==> src/hdl/iic_display_pkg.sv <==
`default_nettype none

package iic_display_pkg;

    // byte-level commands understood by the bus engine
    typedef enum logic [2:0] {
        INST_NONE  = 3'd0,
        INST_START = 3'd1,
        INST_SEND  = 3'd2,
        INST_RECV  = 3'd3,
        INST_STOP  = 3'd4
    } iic_inst_t;

    typedef logic [7:0] byte_t;

    localparam int NUM_DIGITS = 4;

    // digit 0 is the ones digit
    typedef logic [NUM_DIGITS-1:0][7:0] seg_digits_t;

    // eeprom device address, direction bit cleared
    localparam byte_t EEPROM_DEV_ADDR = 8'hA0;
    localparam byte_t IIC_READ_BIT = 8'h01;

    // tm1650 control register and brightness / display on
    localparam byte_t TM1650_CTRL_ADDR = 8'h24;
    localparam byte_t TM1650_DISPLAY_ON = 8'h15;

    // digit registers, rightmost digit first
    localparam byte_t TM1650_DIGIT_ADDR [NUM_DIGITS] = '{
        8'h37, 8'h36, 8'h35, 8'h34
    };

    // common cathode codes for 0..9, no decimal point
    localparam byte_t SEG_CODE [10] = '{
        8'h3f, 8'h06, 8'h5b, 8'h4f, 8'h66,
        8'h6d, 8'h7d, 8'h07, 8'h7f, 8'h6f
    };

endpackage

`default_nettype wire

==> src/hdl/iic_cmd_if.sv <==
`timescale 1ns/1ns
`default_nettype none

interface iic_cmd_if;
    import iic_display_pkg::*;

    logic      cmd_valid;
    iic_inst_t cmd_inst;
    byte_t     cmd_byte;
    byte_t     rd_byte;
    logic      cmd_done;

    // side that issues commands
    modport issuer (
        output cmd_valid,
        output cmd_inst,
        output cmd_byte,
        input  rd_byte,
        input  cmd_done
    );

    // side that executes them
    modport engine (
        input  cmd_valid,
        input  cmd_inst,
        input  cmd_byte,
        output rd_byte,
        output cmd_done
    );

endinterface

`default_nettype wire

==> src/hdl/eeprom_reader.sv <==
`timescale 1ns/1ns
`default_nettype none

module eeprom_reader (
    input  logic                   in_clk,
    input  logic                   in_rst,
    input  logic                   start,
    iic_cmd_if.issuer              cmd,
    output iic_display_pkg::byte_t data,
    output logic                   done
);
    import iic_display_pkg::*;

    typedef enum logic [2:0] {
        R_IDLE,
        R_START,
        R_DEV_WR,
        R_ADDR,
        R_RESTART,
        R_DEV_RD,
        R_RECV,
        R_STOP
    } step_t;

    step_t state;
    step_t next_step;
    logic  issued;
    byte_t addr;

    // random read: dummy write of the word address, then read back
    always_comb begin
        case (state)
            R_START:   next_step = R_DEV_WR;
            R_DEV_WR:  next_step = R_ADDR;
            R_ADDR:    next_step = R_RESTART;
            R_RESTART: next_step = R_DEV_RD;
            R_DEV_RD:  next_step = R_RECV;
            R_RECV:    next_step = R_STOP;
            default:   next_step = R_IDLE;
        endcase
    end

    always_ff @(posedge in_clk) begin
        if (in_rst) begin
            state <= R_IDLE;
            issued <= 1'b0;
            done <= 1'b0;
            addr <= 8'd0;
        end else begin
            done <= 1'b0;
            if (state == R_IDLE) begin
                issued <= 1'b0;
                if (start) begin
                    state <= R_START;
                end
            end else if (cmd.cmd_done) begin
                state <= next_step;
                issued <= 1'b0;
                if (state == R_STOP) begin
                    done <= 1'b1;
                    addr <= addr + 8'd1;
                end
            end else if (cmd.cmd_valid) begin
                issued <= 1'b1;
            end
        end
    end

    always_ff @(posedge in_clk) begin
        if (state == R_RECV && cmd.cmd_done) begin
            data <= cmd.rd_byte;
        end
    end

    // one command per step, held back until the engine answers
    assign cmd.cmd_valid = (state != R_IDLE) && !issued;

    always_comb begin
        case (state)
            R_START, R_RESTART:       cmd.cmd_inst = INST_START;
            R_DEV_WR, R_ADDR, R_DEV_RD: cmd.cmd_inst = INST_SEND;
            R_RECV:                   cmd.cmd_inst = INST_RECV;
            R_STOP:                   cmd.cmd_inst = INST_STOP;
            default:                  cmd.cmd_inst = INST_NONE;
        endcase
    end

    always_comb begin
        case (state)
            R_DEV_WR: cmd.cmd_byte = EEPROM_DEV_ADDR;
            R_ADDR:   cmd.cmd_byte = addr;
            R_DEV_RD: cmd.cmd_byte = EEPROM_DEV_ADDR | IIC_READ_BIT;
            default:  cmd.cmd_byte = 8'h00;
        endcase
    end

endmodule

`default_nettype wire

==> src/flat_wrapper.sv <==
// flat-port wrapper written by rule: the top's interface ports become plain ports
module eeprom_reader_flat import iic_display_pkg::*;
  (in_clk, in_rst, start, data, done, cmd_cmd_valid, cmd_cmd_inst, cmd_cmd_byte, cmd_rd_byte, cmd_cmd_done);
  iic_cmd_if cmd_i ();
  input  logic in_clk;
  input  logic in_rst;
  input  logic start;
  output iic_display_pkg::byte_t data;
  output logic done;
  output wire logic [$bits(cmd_i.cmd_valid)-1:0] cmd_cmd_valid;
  output wire logic [$bits(cmd_i.cmd_inst)-1:0] cmd_cmd_inst;
  output wire logic [$bits(cmd_i.cmd_byte)-1:0] cmd_cmd_byte;
  input wire logic [$bits(cmd_i.rd_byte)-1:0] cmd_rd_byte;
  input wire logic [$bits(cmd_i.cmd_done)-1:0] cmd_cmd_done;
  assign cmd_cmd_valid = cmd_i.cmd_valid;
  assign cmd_cmd_inst = cmd_i.cmd_inst;
  assign cmd_cmd_byte = cmd_i.cmd_byte;
  assign cmd_i.rd_byte = cmd_rd_byte;
  assign cmd_i.cmd_done = cmd_cmd_done;
  eeprom_reader u_core (.in_clk(in_clk), .in_rst(in_rst), .start(start), .cmd(cmd_i), .data(data), .done(done));
endmodule
==> config.mk <==
export PLATFORM = sky130hd
export DESIGN_NAME = eeprom_reader_flat
export DESIGN_NICKNAME = d
export VERILOG_FILES = /design/src/hdl/iic_display_pkg.sv /design/src/hdl/iic_cmd_if.sv /design/src/hdl/eeprom_reader.sv /design/src/flat_wrapper.sv
export SDC_FILE = /design/constraint.sdc
export NUM_CORES = 1
export LEC_CHECK = 0
export ABC_AREA = 0
export BUFFER_PORTS_ARGS = -buffer_cell sky130_fd_sc_hd__buf_2
export CORE_AREA = 10 10 68 70
export DETAILED_ROUTE_END_ITERATION = 8
export DIE_AREA = 0 0 78 80
export HOLD_SLACK_MARGIN = 0.15
export PLACE_DENSITY_LB_ADDON = 0.1
export SLEW_MARGIN = 20
export SYNTH_ARGS = -nofsm -noshare
export SYNTH_HDL_FRONTEND = slang
export SYNTH_SLANG_ARGS = --single-unit
==> constraint.sdc <==
create_clock -name in_clk -period 2.1 [get_ports in_clk]
set_clock_uncertainty 0.2 [all_clocks]
set_input_delay 0 -clock in_clk [delete_from_list [all_inputs] [get_ports in_clk]]
set_output_delay 0 -clock in_clk [all_outputs]
set_load 0.02 [all_outputs]
==> summary.txt <==
Placed wire-length estimate after detailed placement - 1.66 mm
Net switching component of the power - 0.228 mW
Initial Utilization - 28.4%
GRT Resource Usage Total - 7.64%
Crit path arrival time - 1.70 ns
Peak per-stage delay on the critical path - 0.39 ns
Unrepaired setup endpoints after global routing - false
Area of the core - 3280 sq um
Routability cong. - 0.739
Number of antenna violations at the first check in global routing - 0
Peak supply drop - 0.000401 V
Placed insts - 163
Synthesized area per cell - 10.7 sq um
Power density over the cells - 622 nW/um^2
Share of synthesized flip-flops with an asynchronous set or reset - 0%
Dpl ws - 0.284 ns
Dpl cell area - 1140 sq um
Number of design-rule violations left by the first detailed-router iteration - 28
Post-Layout Cell Count - 179
# IOs - 33
Worst path cell trace - ha_1 > nor2b_2 > and2_1 > buf_2
Fmax - 0.527 GHz
Final Hold Slack - 0.204 ns
Path type of the worst setup path - register to primary output
EDFF count, synth - 8
Ys flop type - dfxtp_1
Transition time of the tightest slew-check pin - 0.443 ns
Die Outline Area - 6240 sq um
Die boundary width - 78 um
Via count - 764
Static leakage power - 0.576 nW
Site Rows - 21
Portion of synthesized cell area occupied by the leading cell type - 27.9%
Final design instance area without fill - 1290 sq um
Wire length of the first global-routing pass - 3.88 mm
Pin count of the biggest net entering global routing - 14
Distinct cell type count after synthesis - 28
Number of register bits inferred by synthesis - 21
Final hold violations - 0
Antenna diode count - 0
Largest cells by area after synthesis - dfxtp_1, edfxtp_1, ha_1, nor2_1, and2_1
FILL cells - 339
Number of warnings printed during yosys synthesis - 0
Reg power frac - 54.8%
Number of violations of the max-capacitance limit - 0
Synthesized netlist net count - 104
Input/output buffers - 32
# setup viols final - 0
Setup crit end kind - primary output
Min cycle time layout - 1.90 ns
# nets final - 151
Headroom to the max-slew limit - 70.4%
Final setup TNS - 0 ns
Overall power of the completed layout - 0.804 mW
Switching power as a share of total power - 28.4%
Worst Path Buf+Inv - 1
Sequential fraction of the synthesis area - 53.7%
Clock network power share - 23.9%
Clock buffer count from CTS - 3
Smallest setup slack after layout - 0.201 ns
Critical-path maximum fanout - 7
Maximum buffer depth of the clock tree - 2
Layout cells sized above 1 - 30.1%
Share of the core filled with cells - 39.3%
Clock transition at the registers of the reported paths - 0.12 ns
Post-CTS repair timing setup buffer count - 0
Mapped cell area - 932 sq um
Critical Path Slowest Stage Cell - dfxtp_1
Worst EP required - 1.90 ns
Top cells by count, synth - dfxtp_1, nor2_1, edfxtp_1
Number of max-slew violations in the final report - 0
Post-route ant nets - 0
Grt ovf - 0
Kind of path behind the tightest hold check - input port to register
Setup crit start kind - register
Status - finished, final reports clean
Insertion delay to the later sink of the worst-skew pair - 0.30 ns
Final Routed Wirelength - 2.21 mm
Total internal power - 0.576 mW
Total number of H-tree levels - 1
Via count of the first global-routing pass - 804
First-pass iteration count of the detailed router - 3
Via density - 4.27
DRC violation count after routing - 0
CTS tree - done
Total number of clock tree sinks - 21
Average routed wire per standard cell - 12.3 um
Die extent in y - 80 um
Growth of design area from synthesis to finish - 38.5%
Dominant cell type by area after synthesis - dfxtp_1
Number of standard cells after synthesis - 87
Crit share post-route - 90.4%
Portion of total power attributed to combinational logic - 21.3%
Top Family by Delay on Critical Path - simple AND/OR/NAND/NOR gates
Clock root buffer - clkbuf_4
state kept, by name, summed over array words and instances (netlist names):
signal and count:
u_core.done 1, u_core.state 3, u_core.data 8, u_core.addr 8
u_core.issued 1
repair_timing:
action	in CTS	in global routing
endpoints found under the hold margin	29	0
setup endpoints to repair	0	7
hold buffers	12	0
gates resized for setup	0	1
metal layers:
metal	wire length, um	global-route usage [%]	up-vias
met5	0	0	-
met2	955	12.1	23
met1	1060	8.84	344
met4	22	2.15	0
li1	-	-	395
met3	171	3.94	2
placed cells by master (no fill, tap or decap), types with 2 or more instances in the layout:
cell,count
buf_2,32
nor2_1,13
dfxtp_1,13
dlygate4sd3_1,12
edfxtp_1,8
and2_1,6
ha_1,5
a21oi_1,4
nand2_1,3
inv_1,3
nand3_1,3
xor2_1,3
nor3_1,3
xnor2_1,3
mux2i_1,3
clkbuf_4,3
nor2b_1,2
cell type report:
cell class | instances | area, sq um | share of cell area, %
Clock buffer | 3 | 22.5 | 1.74
Inverter | 3 | 11.3 | 0.872
Timing Repair Buffer | 44 | 280 | 21.7
Clock inverter | 1 | 5.00 | 0.388
Tap cell | 46 | 57.6 | 4.46
Sequential cell | 21 | 500 | 38.8
Multi-Input combinational cell | 61 | 414 | 32.1
worst register-to-register path, cell delays in order (launching register included):
cell and delay [ns]:
dfxtp_1 0.38, inv_1 0.09, ha_1 0.23, nor2b_1 0.17
nor3_1 0.15, dlygate4sd3_1 0.56
logic make-up after synthesis:
kind of cell | synth area share (%)
fa+ha+maj | 6.71
xor+xnor | 5.64
simple gates | 21.5
buf+inv | 2.15
mux | 3.22
compound gates | 7.11
flops | 53.7
power by group through the flow:
stage                     Clock [mW]  Combinational, mW  Sequential (mW)
after detailed placement           0              0.156            0.450
after global placement             0              0.154            0.449
final                          0.192              0.171            0.440
after CTS                      0.205              0.174            0.441
after floorplan                    0              0.105            0.447
after global routing           0.225              0.191            0.443
path summary, 6_finish.rpt:
path / from / endpoint / slack (ns) / cells past startpoint
max: u_core.state[1] / cmd_cmd_byte[4] / 0.20 / 4
min: cmd_rd_byte[6] / u_core.data[6] / 0.20 / 2
max reg2reg: u_core.state[0] / u_core.issued / 0.27 / 5
min reg2reg: u_core.addr[7] / u_core.addr[7] / 0.34 / 2
Power figures use the tool's default switching activity.
