--- config.mk ---
export PLATFORM = sky130hd
export DESIGN_NAME = sequence_control_flat
export DESIGN_NICKNAME = d
export VERILOG_FILES = /design/src/hdl/iic_display_pkg.sv /design/src/hdl/iic_cmd_if.sv /design/src/hdl/sequence_control.sv /design/src/flat_wrapper.sv
export SDC_FILE = /design/constraint.sdc
export NUM_CORES = 1
export LEC_CHECK = 0
export BUFFER_PORTS_ARGS = -buffer_cell sky130_fd_sc_hd__buf_2
export CORE_MARGIN = 2
export CORE_UTILIZATION = 33
export DETAILED_ROUTE_END_ITERATION = 8
export HOLD_SLACK_MARGIN = 0.03
export PLACE_DENSITY = 0.95
export REMOVE_ABC_BUFFERS = 1
export SYNTH_ARGS = -nofsm -noshare
export SYNTH_HDL_FRONTEND = slang
export SYNTH_SLANG_ARGS = --single-unit
--- constraint.sdc ---
create_clock -name in_clk -period 3.75 [get_ports in_clk]
set_clock_uncertainty 0.15 [all_clocks]
set_input_delay 0.1875 -clock in_clk [delete_from_list [all_inputs] [get_ports in_clk]]
set_output_delay 0.1875 -clock in_clk [all_outputs]
set_load 0.1 [all_outputs]
--- src/hdl/iic_display_pkg.sv ---
`default_nettype none

package iic_display_pkg;

    // byte-level commands understood by the bus engine
    typedef enum logic [2:0] {
        INST_NONE  = 3'd0,
        INST_START = 3'd1,
        INST_SEND  = 3'd2,
        INST_RECV  = 3'd3,
        INST_STOP  = 3'd4
    } iic_inst_t;

    typedef logic [7:0] byte_t;

    localparam int NUM_DIGITS = 4;

    // digit 0 is the ones digit
    typedef logic [NUM_DIGITS-1:0][7:0] seg_digits_t;

    // eeprom device address, direction bit cleared
    localparam byte_t EEPROM_DEV_ADDR = 8'hA0;
    localparam byte_t IIC_READ_BIT = 8'h01;

    // tm1650 control register and brightness / display on
    localparam byte_t TM1650_CTRL_ADDR = 8'h24;
    localparam byte_t TM1650_DISPLAY_ON = 8'h15;

    // digit registers, rightmost digit first
    localparam byte_t TM1650_DIGIT_ADDR [NUM_DIGITS] = '{
        8'h37, 8'h36, 8'h35, 8'h34
    };

    // common cathode codes for 0..9, no decimal point
    localparam byte_t SEG_CODE [10] = '{
        8'h3f, 8'h06, 8'h5b, 8'h4f, 8'h66,
        8'h6d, 8'h7d, 8'h07, 8'h7f, 8'h6f
    };

endpackage

`default_nettype wire

--- src/hdl/iic_cmd_if.sv ---
`timescale 1ns/1ns
`default_nettype none

interface iic_cmd_if;
    import iic_display_pkg::*;

    logic      cmd_valid;
    iic_inst_t cmd_inst;
    byte_t     cmd_byte;
    byte_t     rd_byte;
    logic      cmd_done;

    // side that issues commands
    modport issuer (
        output cmd_valid,
        output cmd_inst,
        output cmd_byte,
        input  rd_byte,
        input  cmd_done
    );

    // side that executes them
    modport engine (
        input  cmd_valid,
        input  cmd_inst,
        input  cmd_byte,
        output rd_byte,
        output cmd_done
    );

endinterface

`default_nettype wire

--- src/hdl/sequence_control.sv ---
`timescale 1ns/1ns
`default_nettype none

module sequence_control (
    input  logic      in_clk,
    input  logic      in_rst,
    input  logic      trigger,
    output logic      busy,
    output logic      reader_start,
    input  logic      reader_done,
    output logic      writer_start,
    input  logic      writer_done,
    iic_cmd_if.engine reader_if,
    iic_cmd_if.engine writer_if,
    iic_cmd_if.issuer bus_if
);
    import iic_display_pkg::*;

    typedef enum logic [1:0] {
        S_IDLE,
        S_FETCH,
        S_SHOW
    } state_t;

    state_t state;

    always_ff @(posedge in_clk) begin
        if (in_rst) begin
            state <= S_IDLE;
            reader_start <= 1'b0;
            writer_start <= 1'b0;
        end else begin
            reader_start <= 1'b0;
            writer_start <= 1'b0;
            case (state)
                S_IDLE: begin
                    // triggers during a run never get here
                    if (trigger) begin
                        state <= S_FETCH;
                        reader_start <= 1'b1;
                    end
                end
                S_FETCH: begin
                    if (reader_done) begin
                        state <= S_SHOW;
                        writer_start <= 1'b1;
                    end
                end
                S_SHOW: begin
                    if (writer_done) begin
                        state <= S_IDLE;
                    end
                end
                default: begin
                    state <= S_IDLE;
                end
            endcase
        end
    end

    assign busy = (state != S_IDLE);

    // bus ownership follows the run phase
    always_comb begin
        bus_if.cmd_valid = 1'b0;
        bus_if.cmd_inst = INST_NONE;
        bus_if.cmd_byte = 8'h00;
        reader_if.cmd_done = 1'b0;
        reader_if.rd_byte = 8'h00;
        writer_if.cmd_done = 1'b0;
        writer_if.rd_byte = 8'h00;
        case (state)
            S_FETCH: begin
                bus_if.cmd_valid = reader_if.cmd_valid;
                bus_if.cmd_inst = reader_if.cmd_inst;
                bus_if.cmd_byte = reader_if.cmd_byte;
                reader_if.cmd_done = bus_if.cmd_done;
                reader_if.rd_byte = bus_if.rd_byte;
            end
            S_SHOW: begin
                bus_if.cmd_valid = writer_if.cmd_valid;
                bus_if.cmd_inst = writer_if.cmd_inst;
                bus_if.cmd_byte = writer_if.cmd_byte;
                writer_if.cmd_done = bus_if.cmd_done;
                writer_if.rd_byte = bus_if.rd_byte;
            end
            default: begin
            end
        endcase
    end

endmodule

`default_nettype wire

--- src/flat_wrapper.sv ---
// flat-port wrapper written by rule: the top's interface ports become plain ports
module sequence_control_flat import iic_display_pkg::*;
  (in_clk, in_rst, trigger, busy, reader_start, reader_done, writer_start, writer_done, reader_if_cmd_valid, reader_if_cmd_inst, reader_if_cmd_byte, reader_if_rd_byte, reader_if_cmd_done, writer_if_cmd_valid, writer_if_cmd_inst, writer_if_cmd_byte, writer_if_rd_byte, writer_if_cmd_done, bus_if_cmd_valid, bus_if_cmd_inst, bus_if_cmd_byte, bus_if_rd_byte, bus_if_cmd_done);
  iic_cmd_if reader_if_i ();
  iic_cmd_if writer_if_i ();
  iic_cmd_if bus_if_i ();
  input  logic in_clk;
  input  logic in_rst;
  input  logic trigger;
  output logic busy;
  output logic reader_start;
  input  logic reader_done;
  output logic writer_start;
  input  logic writer_done;
  input wire logic [$bits(reader_if_i.cmd_valid)-1:0] reader_if_cmd_valid;
  input wire logic [$bits(reader_if_i.cmd_inst)-1:0] reader_if_cmd_inst;
  input wire logic [$bits(reader_if_i.cmd_byte)-1:0] reader_if_cmd_byte;
  output wire logic [$bits(reader_if_i.rd_byte)-1:0] reader_if_rd_byte;
  output wire logic [$bits(reader_if_i.cmd_done)-1:0] reader_if_cmd_done;
  input wire logic [$bits(writer_if_i.cmd_valid)-1:0] writer_if_cmd_valid;
  input wire logic [$bits(writer_if_i.cmd_inst)-1:0] writer_if_cmd_inst;
  input wire logic [$bits(writer_if_i.cmd_byte)-1:0] writer_if_cmd_byte;
  output wire logic [$bits(writer_if_i.rd_byte)-1:0] writer_if_rd_byte;
  output wire logic [$bits(writer_if_i.cmd_done)-1:0] writer_if_cmd_done;
  output wire logic [$bits(bus_if_i.cmd_valid)-1:0] bus_if_cmd_valid;
  output wire logic [$bits(bus_if_i.cmd_inst)-1:0] bus_if_cmd_inst;
  output wire logic [$bits(bus_if_i.cmd_byte)-1:0] bus_if_cmd_byte;
  input wire logic [$bits(bus_if_i.rd_byte)-1:0] bus_if_rd_byte;
  input wire logic [$bits(bus_if_i.cmd_done)-1:0] bus_if_cmd_done;
  assign reader_if_i.cmd_valid = reader_if_cmd_valid;
  assign reader_if_i.cmd_inst = reader_if_cmd_inst;
  assign reader_if_i.cmd_byte = reader_if_cmd_byte;
  assign reader_if_rd_byte = reader_if_i.rd_byte;
  assign reader_if_cmd_done = reader_if_i.cmd_done;
  assign writer_if_i.cmd_valid = writer_if_cmd_valid;
  assign writer_if_i.cmd_inst = writer_if_cmd_inst;
  assign writer_if_i.cmd_byte = writer_if_cmd_byte;
  assign writer_if_rd_byte = writer_if_i.rd_byte;
  assign writer_if_cmd_done = writer_if_i.cmd_done;
  assign bus_if_cmd_valid = bus_if_i.cmd_valid;
  assign bus_if_cmd_inst = bus_if_i.cmd_inst;
  assign bus_if_cmd_byte = bus_if_i.cmd_byte;
  assign bus_if_i.rd_byte = bus_if_rd_byte;
  assign bus_if_i.cmd_done = bus_if_cmd_done;
  sequence_control u_core (.in_clk(in_clk), .in_rst(in_rst), .trigger(trigger), .busy(busy), .reader_start(reader_start), .reader_done(reader_done), .writer_start(writer_start), .writer_done(writer_done), .reader_if(reader_if_i), .writer_if(writer_if_i), .bus_if(bus_if_i));
endmodule
==> results.txt, run 1 <==
* Post-synthesis simple-gate area fraction: ~42%
* Distinct cells, synth: 15
- Relative slew margins: 54.77%
- Number of failing hold endpoints at the final stage: 0
* Nets: 186
- The initialized floorplan defines 14 standard-cell rows.
* Number of routed nets with antenna violations: 0
- For the worst setup path, the data arrival time is 2.08 ns.
- First-pass iteration count of the detailed router: 4
- Library cell with the largest summed area after synthesis: sky130_fd_sc_hd__and2_1
- In this run, the number of DRC markers left after iteration 0 of detailed routing was 17.
- A synthesized cell averages between 7 and 8 µm².
- The Yosys step of the flow raised 0 warnings.
* Synthesized-area fraction occupied by ao, oa, aoi and oai cells: 18.87%
* Share of cells above drive strength 1: between 50% and 60%
- In this run the worst path has a maximum fanout of 23.
- Main combinational cell family by area after synthesis: simple AND/OR/NAND/NOR gates
* Type of the setup path with the least slack: reg2out
- Entering global routing, the biggest net connects 24 pins.
- For this run, the number of standard cells in the final layout without fillers is 157.
* Fraction of synthesized cell area taken by the top area cell type: 21.23%
* Share of synthesized area occupied by flip-flops and latches: 15.09%
- Num Clock Sinks: 4
* Count of placed standard cells including taps: 153
* Unrepaired setup endpoints after global routing: false
* Remaining global-route overflow: 0
- The repair_antennas step left the layout with diodes totalling 0.
- For this run, the top clock speed supported by timing is 413.0 MHz.
* Num ports: between 70 and 80
- Kind of start point of the critical path: flop
- After clock tree synthesis, the clock-pin slew on the worst setup and hold paths is 0.04 ns.
- The number of gates resized after CTS was 0.
* Total via count in the routed design: 775
- Classification of the worst-slack hold path: in2reg
- Counting along the longest clock path gives a buffer depth of 2.
- Top_reg_cell synth: sky130_fd_sc_hd__dfxtp_1
- The synthesized design contains 4 register bits.
- The congestion estimate from routability-driven global placement came to 0.6591.
- At the later pin of the worst-skew pair, clock insertion delay measures 0.23 ns.
* Total negative setup slack: 0 ns
* Post-layout minimum cycle time: 2.421 ns
- Cell-by-cell listing of the critical path: inv_1 > ha_1 > a22oi_1 > nor2b_1 > buf_2
- The tree is rooted in a sky130_fd_sc_hd__clkbuf_4.
- After filler insertion, the fill cell instance count of the layout stands at 136.
- Across the run, the number of max-cap violations was 0.
- Mapped Area: about 530 µm²
- Critical Path End Type: primary output
- The number of global-route vias before repair is between 700 and 800.
- Die extent in y: 44.10 µm
- Setup violations remaining at the end of the flow were counted as 0.
* Worst slack, placed: 1.585 ns
- Portion of the clock cycle consumed by the worst path in the final layout: 64.57%
- The floorplan step defined a die boundary enclosing 1944 µm².
- Initial Utilization: a little over a third
- Half-perimeter wire length of the detailed placement result: 1410 µm
- Max Slew Vio Count: 0
* Family of cells with the greatest summed delay on the critical path: adder cells
- By area the synthesized netlist is led by sky130_fd_sc_hd__and2_1, sky130_fd_sc_hd__a22oi_1, sky130_fd_sc_hd__dfxtp_1.
- In the final routed layout, each cell accounts on average for 11.24 µm.
- By count the netlist is led by sky130_fd_sc_hd__and2_1, sky130_fd_sc_hd__a22oi_1, sky130_fd_sc_hd__nor2b_1.
- Counting both buffers and inverters, the worst setup path holds a total of 2.
* Depth of the CTS H-tree: 1
- Share of flip-flops with an asynchronous set or reset: 0%
* Core Box Area: 1506 µm²
* Final setup margin: approximately 1.3 ns
* GRT Overall Usage: 17.96%
- Vias per cell: 4.936
- TritonCTS created 3 clock buffers.
- Syn Inst Count: slightly above 70
* Required time at the endpoint of the critical path: 3.41 ns
- The number of antenna violations at the first check in global routing is 0.
- The multi-input combinational cells in the finished layout cover a total of 407.9 µm².
- In the synthesized netlist, mux cells make up 3.774% of the area.
* Layout overhead on the synthesized area: 72.17%
* Worst stage delay on the critical path: 0.61 ns
- After Yosys synthesis, full adders, half adders and majority gates account for 11.79% of the synthesized area.
- Input and output buffers added on the ports amount to 70.
- For the pin with the worst max-slew slack, the measured transition is around 0.68 ns.
* Area of all sequential standard cells: 80.08 µm²
- Of the total synthesized cell area, the portion taken by XOR and XNOR cells is 0%.
- In the post-synthesis netlist, the cell with the most instances is sky130_fd_sc_hd__and2_1.
- The floorplan step set the die width to 44.10 µm.
* CTS tree: built
* Global-route wire length before repair: 2663 µm
- After detailed routing, the number of remaining DRC violations is 0.
- Outcome: complete, no violations
- The slowest stage of the critical path is the sky130_fd_sc_hd__ha_1 cell.
- Yosys mapped a number of flops with a built-in enable equal to 0.
* Final WL: 1765 µm
-- per-stage QoR --
step | cell area [µm²] | util (%) | hold slack [ns]
after floorplan | 510.5 | - | 0.1086
after global placement | 880.8 | 58.47 | 0.2551
after detailed placement | 880.8 | 58.47 | 0.2656
after CTS | 913.4 | 60.63 | 0.03745
after global routing | 913.4 | 60.63 | 0.04458
final | 913.4 | 60.63 | 0.04982
-- sequential cells by signal (all words and copies together), names as in the netlist --
register / count
u_core.reader_start: 1
u_core.writer_start: 1
u_core.state: 2
-- worst reg2reg max path, stage by stage, from the launching register on --
cell                       delay [ns]
sky130_fd_sc_hd__dfxtp_1         0.38
sky130_fd_sc_hd__inv_1           0.11
sky130_fd_sc_hd__ha_1            0.44
sky130_fd_sc_hd__a222oi_1        0.56
sky130_fd_sc_hd__mux2i_1         0.24
-- final timing paths --
kind | startpoint | endpoint | slack, ns | depth (start not counted)
hold reg to reg | u_core.state[1] | u_core.state[1] | 0.36 | 2
setup reg to reg | u_core.state[0] | u_core.state[0] | 1.79 | 4
setup / recovery | u_core.state[1] | bus_if_cmd_valid | 1.33 | 5
hold / removal | reader_done | u_core.writer_start | 0.05 | 3
-- cell type report --
cell class / instances / share of cell area (%)
Clock buffer: 3 / 2.466
Sequential cell: 4 / 8.767
Timing Repair Buffer: 71 / 39.45
Multi-Input combinational cell: 57 / 44.66
Tap cell: 16 / 2.192
Inverter: 6 / 2.466
-- what timing repair did --
action | CTS | global route
setup endpoints to repair | 0 | 0
endpoints found under the hold margin | 1 | 0
setup buffers | 0 | 0
hold buffers | 1 | 0
-- cell families after synthesis --
kind of cell | Yosys count
buffers and inverters | 11
AND/OR/NAND/NOR | 37
adder cells (fa/ha/maj) | 5
multiplexers | 2
AO/OA/AOI/OAI | 13
flip-flops | 4
-- metal layers --
layer / global-route usage (%) / part of all wire (%) / vias up
li1: - / - / 379
met1: 14.96 / 36 / 346
met2: 37.94 / 54 / 46
met3: 4.898 / 9.5 / 4
met4: 7.273 / 0.57 / 0
met5: 0 / 0 / -
-- placed cells by master (no fill, tap or decap), drive strengths merged --
master       netlist  final
nor2b             12     12
nor2               1      1
inv                6      6
a22oi             12     12
clkbuf             3      3
mux2i              2      2
nand2b             4      4
dfxtp              4      4
nor3               1      1
buf                2     70
dlygate4sd3        0      1
nand2              1      1
a222oi             1      1
and2              18     18
ha                 5      5
Power of run 1 is left out: the tool's default activity adds up to more than one toggle a clock period on the data nets, which glitch-free logic cannot reach.
==> run 2, diff against run 1 <==
CORE_UTILIZATION = 27   (was 33)
PLACE_DENSITY = 0.84   (was 0.95)
clock period = 2.2 ns   (was 3.75 ns; I/O delays follow)
==> run 2 against run 1 <==
Utilization down 1.1 points; register-to-register slack worse by 1.4 ns; worst setup slack worse by 1.1 ns; critical path depth down 1; global-route usage down 2.4 points; highest routed layer is now met3; hold slack better by 0.16 ns.
==> results.txt, run 2 (same netlist as run 1, synthesis figures left out) <==
- Largest Register: u_core.state
- Num Clock Sinks: 4
- Critical Path AT: 1.74 ns
- The register with the most flip-flops in the layout has 2 of them.
- Vias per cell: approximately 4.5
- In this run the vertical extent of the chip is 48.33 µm.
- Cell-by-cell listing of the critical path: inv_1 > ha_2 > and2_1 > buf_2
- Routed length per instance: 11.55 µm
- CTS root buffer: sky130_fd_sc_hd__clkbuf_4
- Outcome: complete, no violations
- Insertion delay of the later-clocked pin in the worst-skew pair: 0.23 ns
- Number of failing hold endpoints at the final stage: 0
- Required time at the endpoint of the critical path: 1.94 ns
- Type of the setup path with the least slack: reg2out
* Die area: 2335 µm²
- The tightest min-delay check is of the in2reg type.
- Clock-pin slew on the worst setup and hold paths: roughly 0.04 ns
- Excluding fillers, the count of instances in the completed layout stands at between 150 and 200.
- Detailed placement finished with a half-perimeter wire length of around 1600 µm.
* Unrepaired setup endpoints after global routing: false
- Initial antenna violation count: 0
- After global routing the overflow that remains totals 0.
- Post-CTS timing repair inserted 0 buffers for setup.
- Maximum fanout along the worst path: 22
* Post-layout minimum cycle time: 1.999 ns
- In this run the most critical hold path is launched from writer_done.
* Depth of the most critical reg-to-reg path: 4
- GRT Overall Usage: between 10% and 20%
- On the worst path, the slowest cell contributes a delay of 0.43 ns.
* Global placement routability congestion: 0.6292
- Residual DRC count: 0
- Largest registers ranked by flip-flop count: u_core.state x2, u_core.reader_start x1, u_core.writer_start x1
* Number of routed nets with antenna violations: 0
- Summed over all layers, the routed wires come to 1963 µm.
- Depth of the CTS H-tree: 1
* Share of cells above drive strength 1: 52.45%
- Critical Path End Type: primary output
* Total via count in the routed design: 759
- Portion of the clock cycle consumed by the worst path in the final layout: about nine tenths
- FF-to-FF setup slack: 0.37 ns
- Most frequent standard cell in the layout excluding fill and tap cells: sky130_fd_sc_hd__buf_2
* Commonest cells after routing, fill and taps aside: sky130_fd_sc_hd__buf_2, sky130_fd_sc_hd__and2_1, sky130_fd_sc_hd__a22oi_1, sky130_fd_sc_hd__nor2b_1, sky130_fd_sc_hd__buf_12
* Diodes inserted: 0
- Core Box Area: 1902 µm²
- Slew @ Worst Pin: 0.5188 ns
* Start of the worst register-to-register path: u_core.state[0]
- Along the worst hold path, the cell count comes to 4.
- Num ports: 71
- The area growth from synthesis to layout is 113.4%.
- In this run the critical register-to-register path is captured at u_core.state[1].
- In this run, placement finished with an instance count of 164.
* Nets: 188
- Entering global routing, the biggest net connects 24 pins.
- CTS tree: built
- For this configuration, the core starts out at a cell density of 27.89%.
- Setup-violating endpoint count in the final report: 0
- Buffers placed on the I/O ports in this run total 70.
- Max Slew Vio Count: 0
- Headroom to the max-slew limit came out at 65.41%.
- Max Freq: 500.3 MHz
* Die width: 48.33 µm
- In this run the core area contains 16 standard-cell rows.
* Max Buffers Root-to-Sink: 2
* Number of global-route vias before repair: 663
- The first global-routing pass estimated 2904 µm of wire.
- For this design, the slowest cell found on the critical path is sky130_fd_sc_hd__ha_2.
* First-pass iteration count of the detailed router: 4
* Cts bufs inserted: 3
- Hold is met by 0.2069 ns.
* Drt first-iter violations: 9
- For hold timing, the worst endpoint is u_core.state[0].
- Kind of start point of the critical path: flop
- Number of max-cap violations: 0
-- run 2: critical path: cells and delay by family (launching register included) --
| kind | cells | cell delay, ns |
|---|---|---|
| DFF | 1 | 0.34 |
| adders and majority gates | 1 | 0.43 |
| and+or+nand+nor | 1 | 0.19 |
| buffers and inverters | 2 | 0.54 |
-- run 2: final cells by class --
class,instances,area [µm²]
inverter,6,22.52
sequential,4,80.08
tap,27,33.78
multi-input combinational,57,412.9
timing repair buffer,73,560.5
fill,158,769.5
clock buffer,3,22.52
-- run 2: worst max path at each step --
| stage | startpoint | cells past startpoint | to |
|---|---|---|---|
| 3_3_place_gp | u_core.state[1] | 5 | bus_if_cmd_inst[1] |
| 4_1_cts | u_core.state[0] | 4 | writer_if_rd_byte[0] |
| 2_1_floorplan | u_core.state[1] | 4 | bus_if_cmd_byte[0] |
| 3_5_place_dp | u_core.state[0] | 4 | writer_if_rd_byte[0] |
| 6_report | u_core.state[0] | 4 | writer_if_rd_byte[0] |
| 5_1_grt | u_core.state[1] | 5 | bus_if_cmd_byte[0] |
-- run 2: through the flow --
| step | setup slack (ns) | cell area, µm² | setup TNS (ns) | utilization, % |
|---|---|---|---|---|
| floorplan | -0.4314 | 510.5 | -5.175 | - |
| global placement | 0.3033 | 1075 | 0 | 56.51 |
| detailed placement | 0.2015 | 1075 | 0 | 56.51 |
| CTS | 0.1855 | 1132 | 0 | 59.54 |
| global route | 0.09203 | 1132 | 0 | 59.54 |
| finish | 0.2014 | 1132 | 0 | 59.54 |
-- run 2: metal layers --
layer	vias to the layer above	global-route usage, %	routed length [µm]	part of all wire [%]
met3	0	5.556	176	9.0
li1	379	-	-	-
met2	36	31.71	1112	57
met1	344	14.12	675	34
met5	-	0	0	0
met4	0	4.286	0	0
-- run 2: timing repair --
action | in CTS | in global routing
setup endpoints to repair | 24 | 0
hold buffers | 3 | 0
resized for setup | 2 | 0
hold endpoints to repair | 2 | 0
Power of run 2 is left out for the same reason.
